[src/stepper_params.svh]
`ifndef STEPPER_PARAMS_SVH
`define STEPPER_PARAMS_SVH

// Fixed-point word width
`define STEP_SIZE 64
// Fraction bits of the Q32.32 format
`define STEP_QBITS 32

// Microsteps per unit angle after gearing, integer part
`define STEP_SCALE 4103

// System clock in Hz
`define STEP_SYSCLK 25000000
// clk_i cycles per microsecond tick
`define STEP_US_CYCLES (`STEP_SYSCLK / 1000000)

// Span of the step period ramp in clk_i cycles
`define STEP_VRISE 2000
// Length of the ramp in microsecond ticks
`define STEP_TRISE 1000
// Shortest step period in clk_i cycles
`define STEP_VOFFSET 600
// Period reduction per microsecond tick
`define STEP_SPEEDUP (`STEP_VRISE / `STEP_TRISE)

`endif
[src/stepper_pkg.sv]
`include "stepper_params.svh"

package stepper_pkg;

  // Signed Q32.32 word
  // Holds either an angle or a scaled step count
  typedef logic signed [`STEP_SIZE-1:0] fix_t;

  // Unsigned count of clk_i cycles
  typedef logic [`STEP_SIZE-1:0] period_t;

  // Move request
  // The enable level starts the move and aborts it when dropped
  typedef struct packed {
    logic enable;
    // Relative angle, negative turns the other way
    fix_t angle;
  } move_cmd_t;

  // Axis state as seen from outside
  typedef struct packed {
    // Move in progress
    logic busy;
    // Target reached, held while enable stays high
    logic done;
    // Scaled count did not fit and the move was refused
    logic overflow;
    // High for a negative angle
    logic dir;
  } axis_status_t;

endpackage

[src/stepper_axis_top.sv]
`timescale 1ns/1ps
`include "stepper_params.svh"

module stepper_axis_top (
  input  logic                      clk_i,
  input  logic                      rst_n_i,
  input  stepper_pkg::move_cmd_t    cmd_i,
  output logic                      step_o,
  output stepper_pkg::axis_status_t status_o
);

  // Gearing scale factor in Q32.32
  localparam stepper_pkg::fix_t SCALE_FX = stepper_pkg::fix_t'(`STEP_SCALE) << `STEP_QBITS;
  // Microsecond tick period in clk_i cycles
  localparam logic [31:0] US_PERIOD = `STEP_US_CYCLES;

  stepper_pkg::fix_t    angle_mag;
  logic                 angle_neg;
  stepper_pkg::fix_t    steps_needed;
  logic                 mult_ovf;
  logic                 us_tick;
  logic                 step_tick;
  logic                 div_clear;
  stepper_pkg::period_t period_cyc;

  // Sign gives the direction, magnitude feeds the multiplier
  assign angle_neg = cmd_i.angle[`STEP_SIZE-1];
  assign angle_mag = angle_neg ? -cmd_i.angle : cmd_i.angle;

  // Angle to microsteps
  fx_mult i_fx_mult (
    .clk_i          (clk_i),
    .rst_n_i        (rst_n_i),
    .multiplicand_i (angle_mag),
    .multiplier_i   (SCALE_FX),
    .result_o       (steps_needed),
    .overflow_o     (mult_ovf)
  );

  // Free-running microsecond time base
  tick_divider #(
    .cnt_t (logic [31:0])
  ) i_us_divider (
    .clk_i    (clk_i),
    .rst_n_i  (rst_n_i),
    .clear_i  (1'b0),
    .period_i (US_PERIOD),
    .tick_o   (us_tick)
  );

  // Step rate divider, period set by the profile
  tick_divider #(
    .cnt_t (stepper_pkg::period_t)
  ) i_step_divider (
    .clk_i    (clk_i),
    .rst_n_i  (rst_n_i),
    .clear_i  (div_clear),
    .period_i (period_cyc),
    .tick_o   (step_tick)
  );

  step_profile i_step_profile (
    .clk_i          (clk_i),
    .rst_n_i        (rst_n_i),
    .enable_i       (cmd_i.enable),
    .dir_i          (angle_neg),
    .steps_needed_i (steps_needed),
    .mult_ovf_i     (mult_ovf),
    .us_tick_i      (us_tick),
    .step_tick_i    (step_tick),
    .period_o       (period_cyc),
    .div_clear_o    (div_clear),
    .step_o         (step_o),
    .status_o       (status_o)
  );

endmodule

[src/step_profile.sv]
`timescale 1ns/1ps
`include "stepper_params.svh"

module step_profile (
  input  logic                      clk_i,
  input  logic                      rst_n_i,
  input  logic                      enable_i,
  input  logic                      dir_i,
  input  stepper_pkg::fix_t         steps_needed_i,
  input  logic                      mult_ovf_i,
  input  logic                      us_tick_i,
  input  logic                      step_tick_i,
  output stepper_pkg::period_t      period_o,
  output logic                      div_clear_o,
  output logic                      step_o,
  output stepper_pkg::axis_status_t status_o
);

  localparam stepper_pkg::period_t ONE     = 1;
  localparam stepper_pkg::period_t TRISE   = `STEP_TRISE;
  localparam stepper_pkg::period_t VRISE   = `STEP_VRISE;
  localparam stepper_pkg::period_t VOFFSET = `STEP_VOFFSET;
  localparam stepper_pkg::period_t SPEEDUP = `STEP_SPEEDUP;

  typedef enum logic [1:0] {
    ST_IDLE,
    ST_WAIT,
    ST_RUN,
    ST_DONE
  } state_t;

  state_t                    state_q;
  stepper_pkg::axis_status_t status_q;
  // Elapsed time in microsecond ticks, kept within 1 to TRISE
  stepper_pkg::period_t      t_q;
  // Deceleration phase
  logic                      count_back_q;
  stepper_pkg::period_t      steps_done_q;
  stepper_pkg::period_t      target_q;
  stepper_pkg::period_t      steps_next;
  stepper_pkg::period_t      steps_int;
  stepper_pkg::period_t      ramp;
  logic                      step_q;

  // Whole microsteps of the scaled angle
  assign steps_int = stepper_pkg::period_t'(steps_needed_i[`STEP_SIZE-1:`STEP_QBITS]);

  assign steps_next = steps_done_q + ONE;

  // Linear ramp inside the window and full span once past it
  always_comb begin
    if (t_q >= ONE && t_q < TRISE) begin
      ramp = SPEEDUP * t_q;
    end else begin
      ramp = VRISE;
    end
  end

  // Long period at the start and VOFFSET at full speed
  assign period_o = VRISE - ramp + VOFFSET;

  // Step divider only counts during an active run
  assign div_clear_o = (state_q != ST_RUN) || !enable_i;

  assign step_o   = step_q;
  assign status_o = status_q;

  // One-cycle step pulse taken from the divider tick
  always_ff @(posedge clk_i) begin
    if (!rst_n_i) begin
      step_q <= 1'b0;
    end else begin
      step_q <= step_tick_i && enable_i && (state_q == ST_RUN);
    end
  end

  always_ff @(posedge clk_i) begin
    if (!rst_n_i) begin
      state_q      <= ST_IDLE;
      status_q     <= '0;
      t_q          <= ONE;
      count_back_q <= 1'b0;
      steps_done_q <= '0;
      target_q     <= '0;
    end else if (!enable_i) begin
      // Abort or release after the move keeps the direction
      state_q           <= ST_IDLE;
      status_q.busy     <= 1'b0;
      status_q.done     <= 1'b0;
      status_q.overflow <= 1'b0;
    end else begin
      case (state_q)
        ST_IDLE: begin
          // New move starts the profile from the slow end
          status_q.dir <= dir_i;
          t_q          <= ONE;
          count_back_q <= 1'b0;
          steps_done_q <= '0;
          state_q      <= ST_WAIT;
        end
        ST_WAIT: begin
          // Product is ready one cycle after the command
          target_q <= steps_int;
          if (mult_ovf_i || steps_needed_i[`STEP_SIZE-1]) begin
            status_q.overflow <= 1'b1;
            state_q           <= ST_DONE;
          end else if (steps_int == '0) begin
            // Nothing to move
            status_q.done <= 1'b1;
            state_q       <= ST_DONE;
          end else begin
            status_q.busy <= 1'b1;
            state_q       <= ST_RUN;
          end
        end
        ST_RUN: begin
          // Time runs up while accelerating and back down toward 1 after
          if (us_tick_i) begin
            if (count_back_q) begin
              if (t_q > ONE) begin
                t_q <= t_q - ONE;
              end
            end else if (t_q < TRISE) begin
              t_q <= t_q + ONE;
            end
          end
          if (step_q) begin
            steps_done_q <= steps_next;
            // Mirror the ramp once half way and at full speed
            if (t_q >= TRISE && steps_next >= (target_q >> 1)) begin
              count_back_q <= 1'b1;
            end
            if (steps_next == target_q) begin
              status_q.busy <= 1'b0;
              status_q.done <= 1'b1;
              state_q       <= ST_DONE;
            end
          end
        end
        ST_DONE: begin
          // Hold until enable falls
          state_q <= ST_DONE;
        end
        default: begin
          state_q <= ST_IDLE;
        end
      endcase
    end
  end

  // Pulses stay off for two edges after enable drops, even on a quick restart
  a_step_needs_enable: assert property (
    @(posedge clk_i) disable iff (!rst_n_i)
    (!$past(enable_i) || !$past(enable_i, 2)) |-> !step_o
  );

  // Run never steps past the latched target
  a_steps_bounded: assert property (
    @(posedge clk_i) disable iff (!rst_n_i)
    steps_done_q <= target_q
  );

endmodule

[src/tick_divider.sv]
`timescale 1ns/1ps

module tick_divider #(
  parameter type cnt_t = logic [31:0]
) (
  input  logic clk_i,
  input  logic rst_n_i,
  input  logic clear_i,
  input  cnt_t period_i,
  output logic tick_o
);

  // Running count within one period
  cnt_t cnt_q;
  // Period taken at the last wrap or clear
  cnt_t period_q;
  logic wrap;

  // Last count of the period
  assign wrap = (cnt_q + cnt_t'(1)) >= period_q;

  always_ff @(posedge clk_i) begin
    if (!rst_n_i) begin
      cnt_q    <= '0;
      period_q <= '0;
      tick_o   <= 1'b0;
    end else if (clear_i) begin
      // Hold at zero and keep tracking the requested period
      cnt_q    <= '0;
      period_q <= period_i;
      tick_o   <= 1'b0;
    end else if (wrap) begin
      cnt_q    <= '0;
      // New period applies from this wrap on
      period_q <= period_i;
      tick_o   <= 1'b1;
    end else begin
      cnt_q  <= cnt_q + cnt_t'(1);
      tick_o <= 1'b0;
    end
  end

  // Back-to-back ticks only happen for periods below two
  a_tick_single: assert property (
    @(posedge clk_i) disable iff (!rst_n_i)
    (tick_o && ($past(period_i) >= cnt_t'(2))) |=> !tick_o
  );

endmodule

[src/fx_mult.sv]
`timescale 1ns/1ps
`include "stepper_params.svh"

module fx_mult (
  input  logic              clk_i,
  input  logic              rst_n_i,
  input  stepper_pkg::fix_t multiplicand_i,
  input  stepper_pkg::fix_t multiplier_i,
  output stepper_pkg::fix_t result_o,
  output logic              overflow_o
);

  localparam int N = `STEP_SIZE;
  localparam int Q = `STEP_QBITS;

  // Full double-width signed product
  logic signed [2*N-1:0] product;
  // Dropped upper bits together with the sign bit of the kept window
  logic [N-Q:0] high_bits;
  logic         ovf_next;

  // Both operands sign extended to the full product width
  assign product = (2*N)'(multiplicand_i) * (2*N)'(multiplier_i);

  assign high_bits = product[2*N-1:N+Q-1];

  // Fits only when the dropped bits all repeat the sign
  assign ovf_next = !((&high_bits) || !(|high_bits));

  always_ff @(posedge clk_i) begin
    if (!rst_n_i) begin
      result_o   <= '0;
      overflow_o <= 1'b0;
    end else begin
      // Q-aligned middle window of the product
      result_o   <= product[N+Q-1:Q];
      overflow_o <= ovf_next;
    end
  end

  // Product register stays known once out of reset
  a_result_known: assert property (
    @(posedge clk_i) disable iff (!rst_n_i)
    !$isunknown(result_o)
  );

endmodule

[config.mk]
export PLATFORM = sky130hd
export DESIGN_NAME = stepper_axis_top
export DESIGN_NICKNAME = d
export VERILOG_FILES = /design/src/stepper_pkg.sv /design/src/stepper_axis_top.sv /design/src/step_profile.sv /design/src/tick_divider.sv /design/src/fx_mult.sv
export VERILOG_INCLUDE_DIRS = /design/src
export SDC_FILE = /design/constraint.sdc
export NUM_CORES = 2
export LEC_CHECK = 0
export BUFFER_PORTS_ARGS = -buffer_cell sky130_fd_sc_hd__buf_4
export CORE_ASPECT_RATIO = 1.75
export CORE_MARGIN = 2
export CORE_UTILIZATION = 42
export CTS_CLUSTER_SIZE = 24
export DETAILED_ROUTE_END_ITERATION = 6
export PLACE_DENSITY = 0.61
export SYNTH_ARGS = -nofsm -noshare
export SYNTH_HDL_FRONTEND = slang
export SYNTH_SLANG_ARGS = --single-unit
[constraint.sdc]
create_clock -name clk_i -period 18.35 [get_ports clk_i]
set_input_delay 0.9175 -clock clk_i [delete_from_list [all_inputs] [get_ports clk_i]]
set_output_delay 0.9175 -clock clk_i [all_outputs]
set_load 0.01 [all_outputs]
Word level (Yosys, flattened, before mapping):

Cells that the tools add are included.
W data, S select, Z words.

* register bits: 396
* input port bits: 67
* logic and storage cells: 106

* add/subtract/negate cells: 8
* multiply operators: 1
* order comparisons: 7
* equality and inequality tests: 14
* mux-type cells: 27
* bitwise gates (word level): 1
* reduce and logical (&&, ||, !) cells: 30

Operators with widths (count)
* $mux W64: 9
* $pmux W64 S2: 2
* $add A64 B1 Y64 const B: 3
* $mul A64 B14 Y78 const B: 1
* $add A64 B10 Y64 const B: 1
* $eq A64 B64 Y1: 1
* $ge A64 B1 Y1 const B: 1
* $ge A64 B10 Y1 const B: 1
* $ge A64 B63 Y1: 1
* $ge A64 B64 Y1: 1
* $gt A64 B1 Y1 const B: 1
* $logic_not A64 Y1: 1
* $lt A64 B10 Y1 const B: 1
* $neg A64 Y64: 1
* $sub A11 B64 Y64 const A: 1
* $sub A64 B1 Y64 const B: 1
* $reduce_and A33 Y1: 1
* $reduce_or A33 Y1: 1
* $add A32 B1 Y32 const B: 1
* $ge A32 B5 Y1: 1
* $reduce_and A5 Y1: 3
* $mux W2: 6
* $ne A2 B2 Y1 const B: 6
* $reduce_and A2 Y1: 5
* other kinds (19): 37

Depth between registers and ports, before layout:

* word-level depth: 7
* depth in mapped cells: 33

By module:

Synthesis repeated with hierarchy kept, for this count alone.

* cells, all modules: 18139
* area total of the unflattened synthesis: 165965.4 µm²

By module, submodules not included
* fx_mult: times used 1, cells each 14925, area each 140164.4 µm², seq. area each 1301.2 µm²
* step_profile: times used 1, cells each 1771, area each 13108.8 µm², seq. area each 3363.2 µm²
* tick_divider (i_step_divider): times used 1, cells each 825, area each 7616.1 µm², seq. area each 2582.5 µm²
* tick_divider (i_us_divider): times used 1, cells each 409, area each 3535.9 µm², seq. area each 1301.2 µm²
* stepper_axis_top: times used 1, cells each 209, area each 1540.2 µm², seq. area each 0.0 µm²

Worst setup path after synthesis:

No wires, ideal clock.

* kind: input-to-reg
* start point: in cmd_i[18] (netlist bit)
* end point: reg i_fx_mult.overflow_o
* library setup time: 115 ps
* data arrival time: 9209 ps
* setup slack: 9025 ps
* stages: 33
* buffers on the path: 1
* path through: or4_4 -> nor4b_4 -> nand4_1 -> nand2b_1 -> nand2b_1 -> nand2b_1 -> or2_1 -> nand2b_1 -> or4_1 -> o41ai_1 -> xor2_1 -> inv_2 -> xnor2_1 -> ha_1 -> ha_1 -> fa_1 -> inv_1 -> fa_1 -> inv_1 -> ha_1 -> clkbuf_1 -> and4_1 -> nor4bb_1 -> and3_1 -> nor3b_1 -> a21o_1 -> nor4b_1 -> nor4_1 -> o311ai_0 -> nor4_2 -> and4_1 -> or4b_1 -> and3_1

* longest elaborated chain between the ends: 7

RTL lines
* start, declared: RTL line stepper_axis_top.sv:7 `input stepper_pkg::move_cmd_t cmd_i,`
* $neg A64 Y64: RTL line stepper_axis_top.sv:28 `assign angle_mag = angle_neg ? -cmd_i.angle : cmd_i.angle;`
* $mux W64 (*): RTL line stepper_axis_top.sv:28
* $mul A64 B14 Y78 (*): RTL line fx_mult.sv:23 `assign product = (2*N)'(multiplicand_i) * (2*N)'(multiplier_i);`
* $reduce_or A33 Y1: RTL line fx_mult.sv:28 `assign ovf_next = !((&high_bits) || !(|high_bits));`
* $logic_not A1 Y1: RTL line fx_mult.sv:28
* $logic_or A1 B1 Y1 (*): RTL line fx_mult.sv:28
* $logic_not A1 Y1 (*): RTL line fx_mult.sv:28
* end signal, assigned: RTL line fx_mult.sv:37 `overflow_o <= ovf_next;`
* end, declared: RTL line fx_mult.sv:10 `output logic overflow_o`

Every way passes the cells marked *; elsewhere a longest branch is shown, timed or not.
A chain may end at the register's enable or synchronous reset.

Worst setup path in the final report:

Same ends and word-level chain as after synthesis.

==> run_results.csv <==
group,metric,value,unit
logic_synthesis,yosysUniqueCellTypes,77,
placed_design,dpl_cell_area,0.03213,mm2
setup_path,startpoint_type,"primary input",
floorplan,core_area,0.07261,mm2
clocking,insertion_delay,0.57,ns
power,p_comb_frac,0.597,
setup_path,critPathRequiredTime,18.80,ns
hold_path,hp-class,"reg2reg",
global_routing,grt_use_met1,0.2003,
setup_path,cp_slowest_cell,"or4_1",
power,clkPwrFrac,0.189,
global_routing,grt_overflow,0,
timing,finalCritPeriodShare,0.5532,
timing,fin_tns_setup,0,ns
cells_and_area,antennaDiodeCount,0,
cells_and_area,stdcell_area,0.03332,mm2
cells_and_area,utilization,0.4588,
global_routing,grt_pass1_vias,25790,
route,drt_iter0_markers,959,
clocking,cts_buffer_depth,3,
timing,slew_headroom,0.2894,
power,power.switching,1.821,mW
route,dr.pass1.iters,5,
logic_synthesis,synth_top_area_cell,"dfxtp_1",
clocking,htreeDepth,2,
cells_and_area,syn2layout_area_growth,8.699,%
timing,slew_violations,0,
floorplan,die_x,208.2,um
route,viasPerCell,5.377,
timing,rsz0062_at_grt,"false",
power,p_sw_frac,0.4515,
cells_and_area,fin_nets,4412,
floorplan,start_util,0.4221,
global_routing,global_route.peak_usage_layer,"met2",
logic_synthesis,avgSynthCellArea,8.060,um2
timing,setup_viol,0,
setup_path,max_stage_delay,0.61,ns
placed_design,gp_congestion,0.9805,
setup_path,critPathTopFamily,"simple AND/OR/NAND/NOR gates",
clocking,cts-resized-gates,0,
power,ir_drop,0.00007970,V
global_routing,globalRouteMet2Util,0.4270,
placed_design,io_buffers,71,
clocking,ctsHoldBuffers,0,
setup_path,crit_buf_inv,4,
logic_synthesis,synth_seq_cells,363,
global_routing,grt_antenna_before_repair,0,
route,wl_per_cell,16.57,um
route,drc_errors,0,
cells_and_area,finalNonFillerCells,4785,
placed_design,dp_hpwl,63170,um
cells_and_area,layout-drive-gt1-share,0.04463,
clocking,cts_setup_buffers,0,
clocking,clk_pin_slew,0.06,ns
setup_path,crit_type,"in2reg",
clocking,cts_sinks,363,
power,internal_power,2.212,mW
setup_path,arrival,10.60,ns
logic_synthesis,yosys_most_used_dff,"dfxtp_1",
power,leakage,15.06,nW
floorplan,die_y,361.4,um
floorplan,io_pins,72,
global_routing,grt_max_degree,98,
global_routing,grt_pass1_wl,128400,um
setup_path,endpoint_kind,"flip-flop",
route,wl,79280,um
power,p_seq_frac,0.214,
power,power,4.032,mW
global_routing,track_usage,0.2097,
route,via_count,25730,
setup_path,crit_fanout,6,
flow_run,cap_violations,0,
floorplan,dieArea,0.07524,mm2
placed_design,place_inst,4720,
timing,finClkSkew,0.02803,ns
logic_synthesis,yosysWarningCount,0,
logic_synthesis,synth_enable_flop_cells,0,
global_routing,grt_use_met3,0.01910,
clocking,cts-buffers-inserted,37,
timing,max_freq,98.52,MHz
clocking,cts-root-buf,"clkbuf_16",
outcome,status,"finished, final reports clean",
timing,period_needed,10.15,ns
logic_synthesis,ys_top_cells_by_area,"dfxtp_1 (24%), ha_1 (16%), fa_1 (7.5%)",
timing,worst_pin_slew,1.066,ns
timing,final_hold_viol_count,0,
clocking,cts_tree,"done",
logic_synthesis,synth_top_area_share,0.2371,
logic_synthesis,ys_seq_area_frac,0.2371,
power,power_density,121.0,mW/mm2
logic_synthesis,syn_inst,3803,
logic_synthesis,synth_area,0.03065,mm2
floorplan,placementRows,131,
route,antenna_left,0,
logic_synthesis,synthArstFlopShare,0,
## path summary, 6_finish.rpt
kind,start,endpoint,slack [ns],cells past startpoint
max reg2reg,i_step_profile.steps_done_q[0],i_step_profile.status_o[3],11.63,21
min,i_step_divider.tick_o,i_step_profile.step_o,0.42,2
min reg2reg,i_step_divider.tick_o,i_step_profile.step_o,0.42,2
max,cmd_i[18],i_fx_mult.overflow_o,8.20,33
## Yosys cell counts (90+ instances only)
master    number
xnor2_1      223
xor2_1       139
nand3_1      142
fa_1         115
ha_1         402
and2_1        90
nor2_1       390
inv_1        430
a21oi_1      202
o21ai_0      118
dfxtp_1      363
nand2_1      286
clkbuf_1     121
a21o_1       112
## kinds of logic after synthesis
group,share of synthesized area
simple gates,0.2140
compound gates,0.1356
buf+inv,0.06887
fa+ha+maj,0.2392
flops,0.2371
xor+xnor,0.1034
mux,0.001674
other cells,0.0001223
## layer usage
metal / wire length (um) / share of wire / vias up
met5: 0 / 0 / -
met4: 4858 / 0.061 / 0
met3: 1880 / 0.024 / 212
met2: 43630 / 0.55 / 424
met1: 28910 / 0.36 / 12090
li1: - / - / 13010
## state kept, by name, summed over array words and instances (netlist names)
name                         flops
i_step_profile.status_o          4
i_us_divider.cnt_q              32
i_us_divider.period_q            1
i_step_profile.steps_done_q     64
i_step_profile.count_back_q      1
i_step_profile.state_q           2
i_step_divider.period_q         63
i_step_profile.step_o            1
i_us_divider.tick_o              1
i_step_divider.cnt_q            64
i_step_profile.target_q         32
i_fx_mult.result_o              32
i_step_profile.t_q              64
i_fx_mult.overflow_o             1
i_step_divider.tick_o            1
## through the flow
step                setup slack (ns)  hold WS [ns]
finish                         8.199        0.4221
global route                   7.689        0.4466
CTS                            8.273        0.4266
detailed placement             7.684        0.4171
global placement               7.773        0.3984
floorplan                      9.025        0.3936
## layout make-up
cell class	instances	area, um2
Inverter	433	1628
Fill cell	7349	39290
Multi-Input combinational cell	2905	21410
Sequential cell	363	7267
Clock buffer	50	1015
Timing Repair Buffer	88	660.6
Tap cell	931	1165
Clock inverter	15	167.7
## tightest hold or removal path, delay by kind of cell, from the launching register on
family        cells  cell delay, ns
buf+inv           1            0.04
flops             1            0.30
simple gates      1            0.03
## cell usage in the layout (no fill, tap or decap), types with 118 or more instances in the layout
| cell type | instances |
|---|---|
| ha_1 | 402 |
| o21ai_0 | 118 |
| inv_1 | 429 |
| nand3_1 | 141 |
| xnor2_1 | 223 |
| dfxtp_1 | 363 |
| a21oi_1 | 201 |
| nand2_1 | 286 |
| nor2_1 | 389 |
| xor2_1 | 139 |
## power groups by stage
stage          clock [mW]  combinational [mW]  sequential (mW)
4_1_cts             0.787                2.41            0.863
5_1_grt             0.809                2.71            0.867
2_1_floorplan           0                1.81            0.870
3_5_place_dp            0                2.40            0.881
6_report            0.762                2.41            0.862
3_3_place_gp            0                2.38            0.880
No activity file was read; power rests on OpenSTA's default activity.
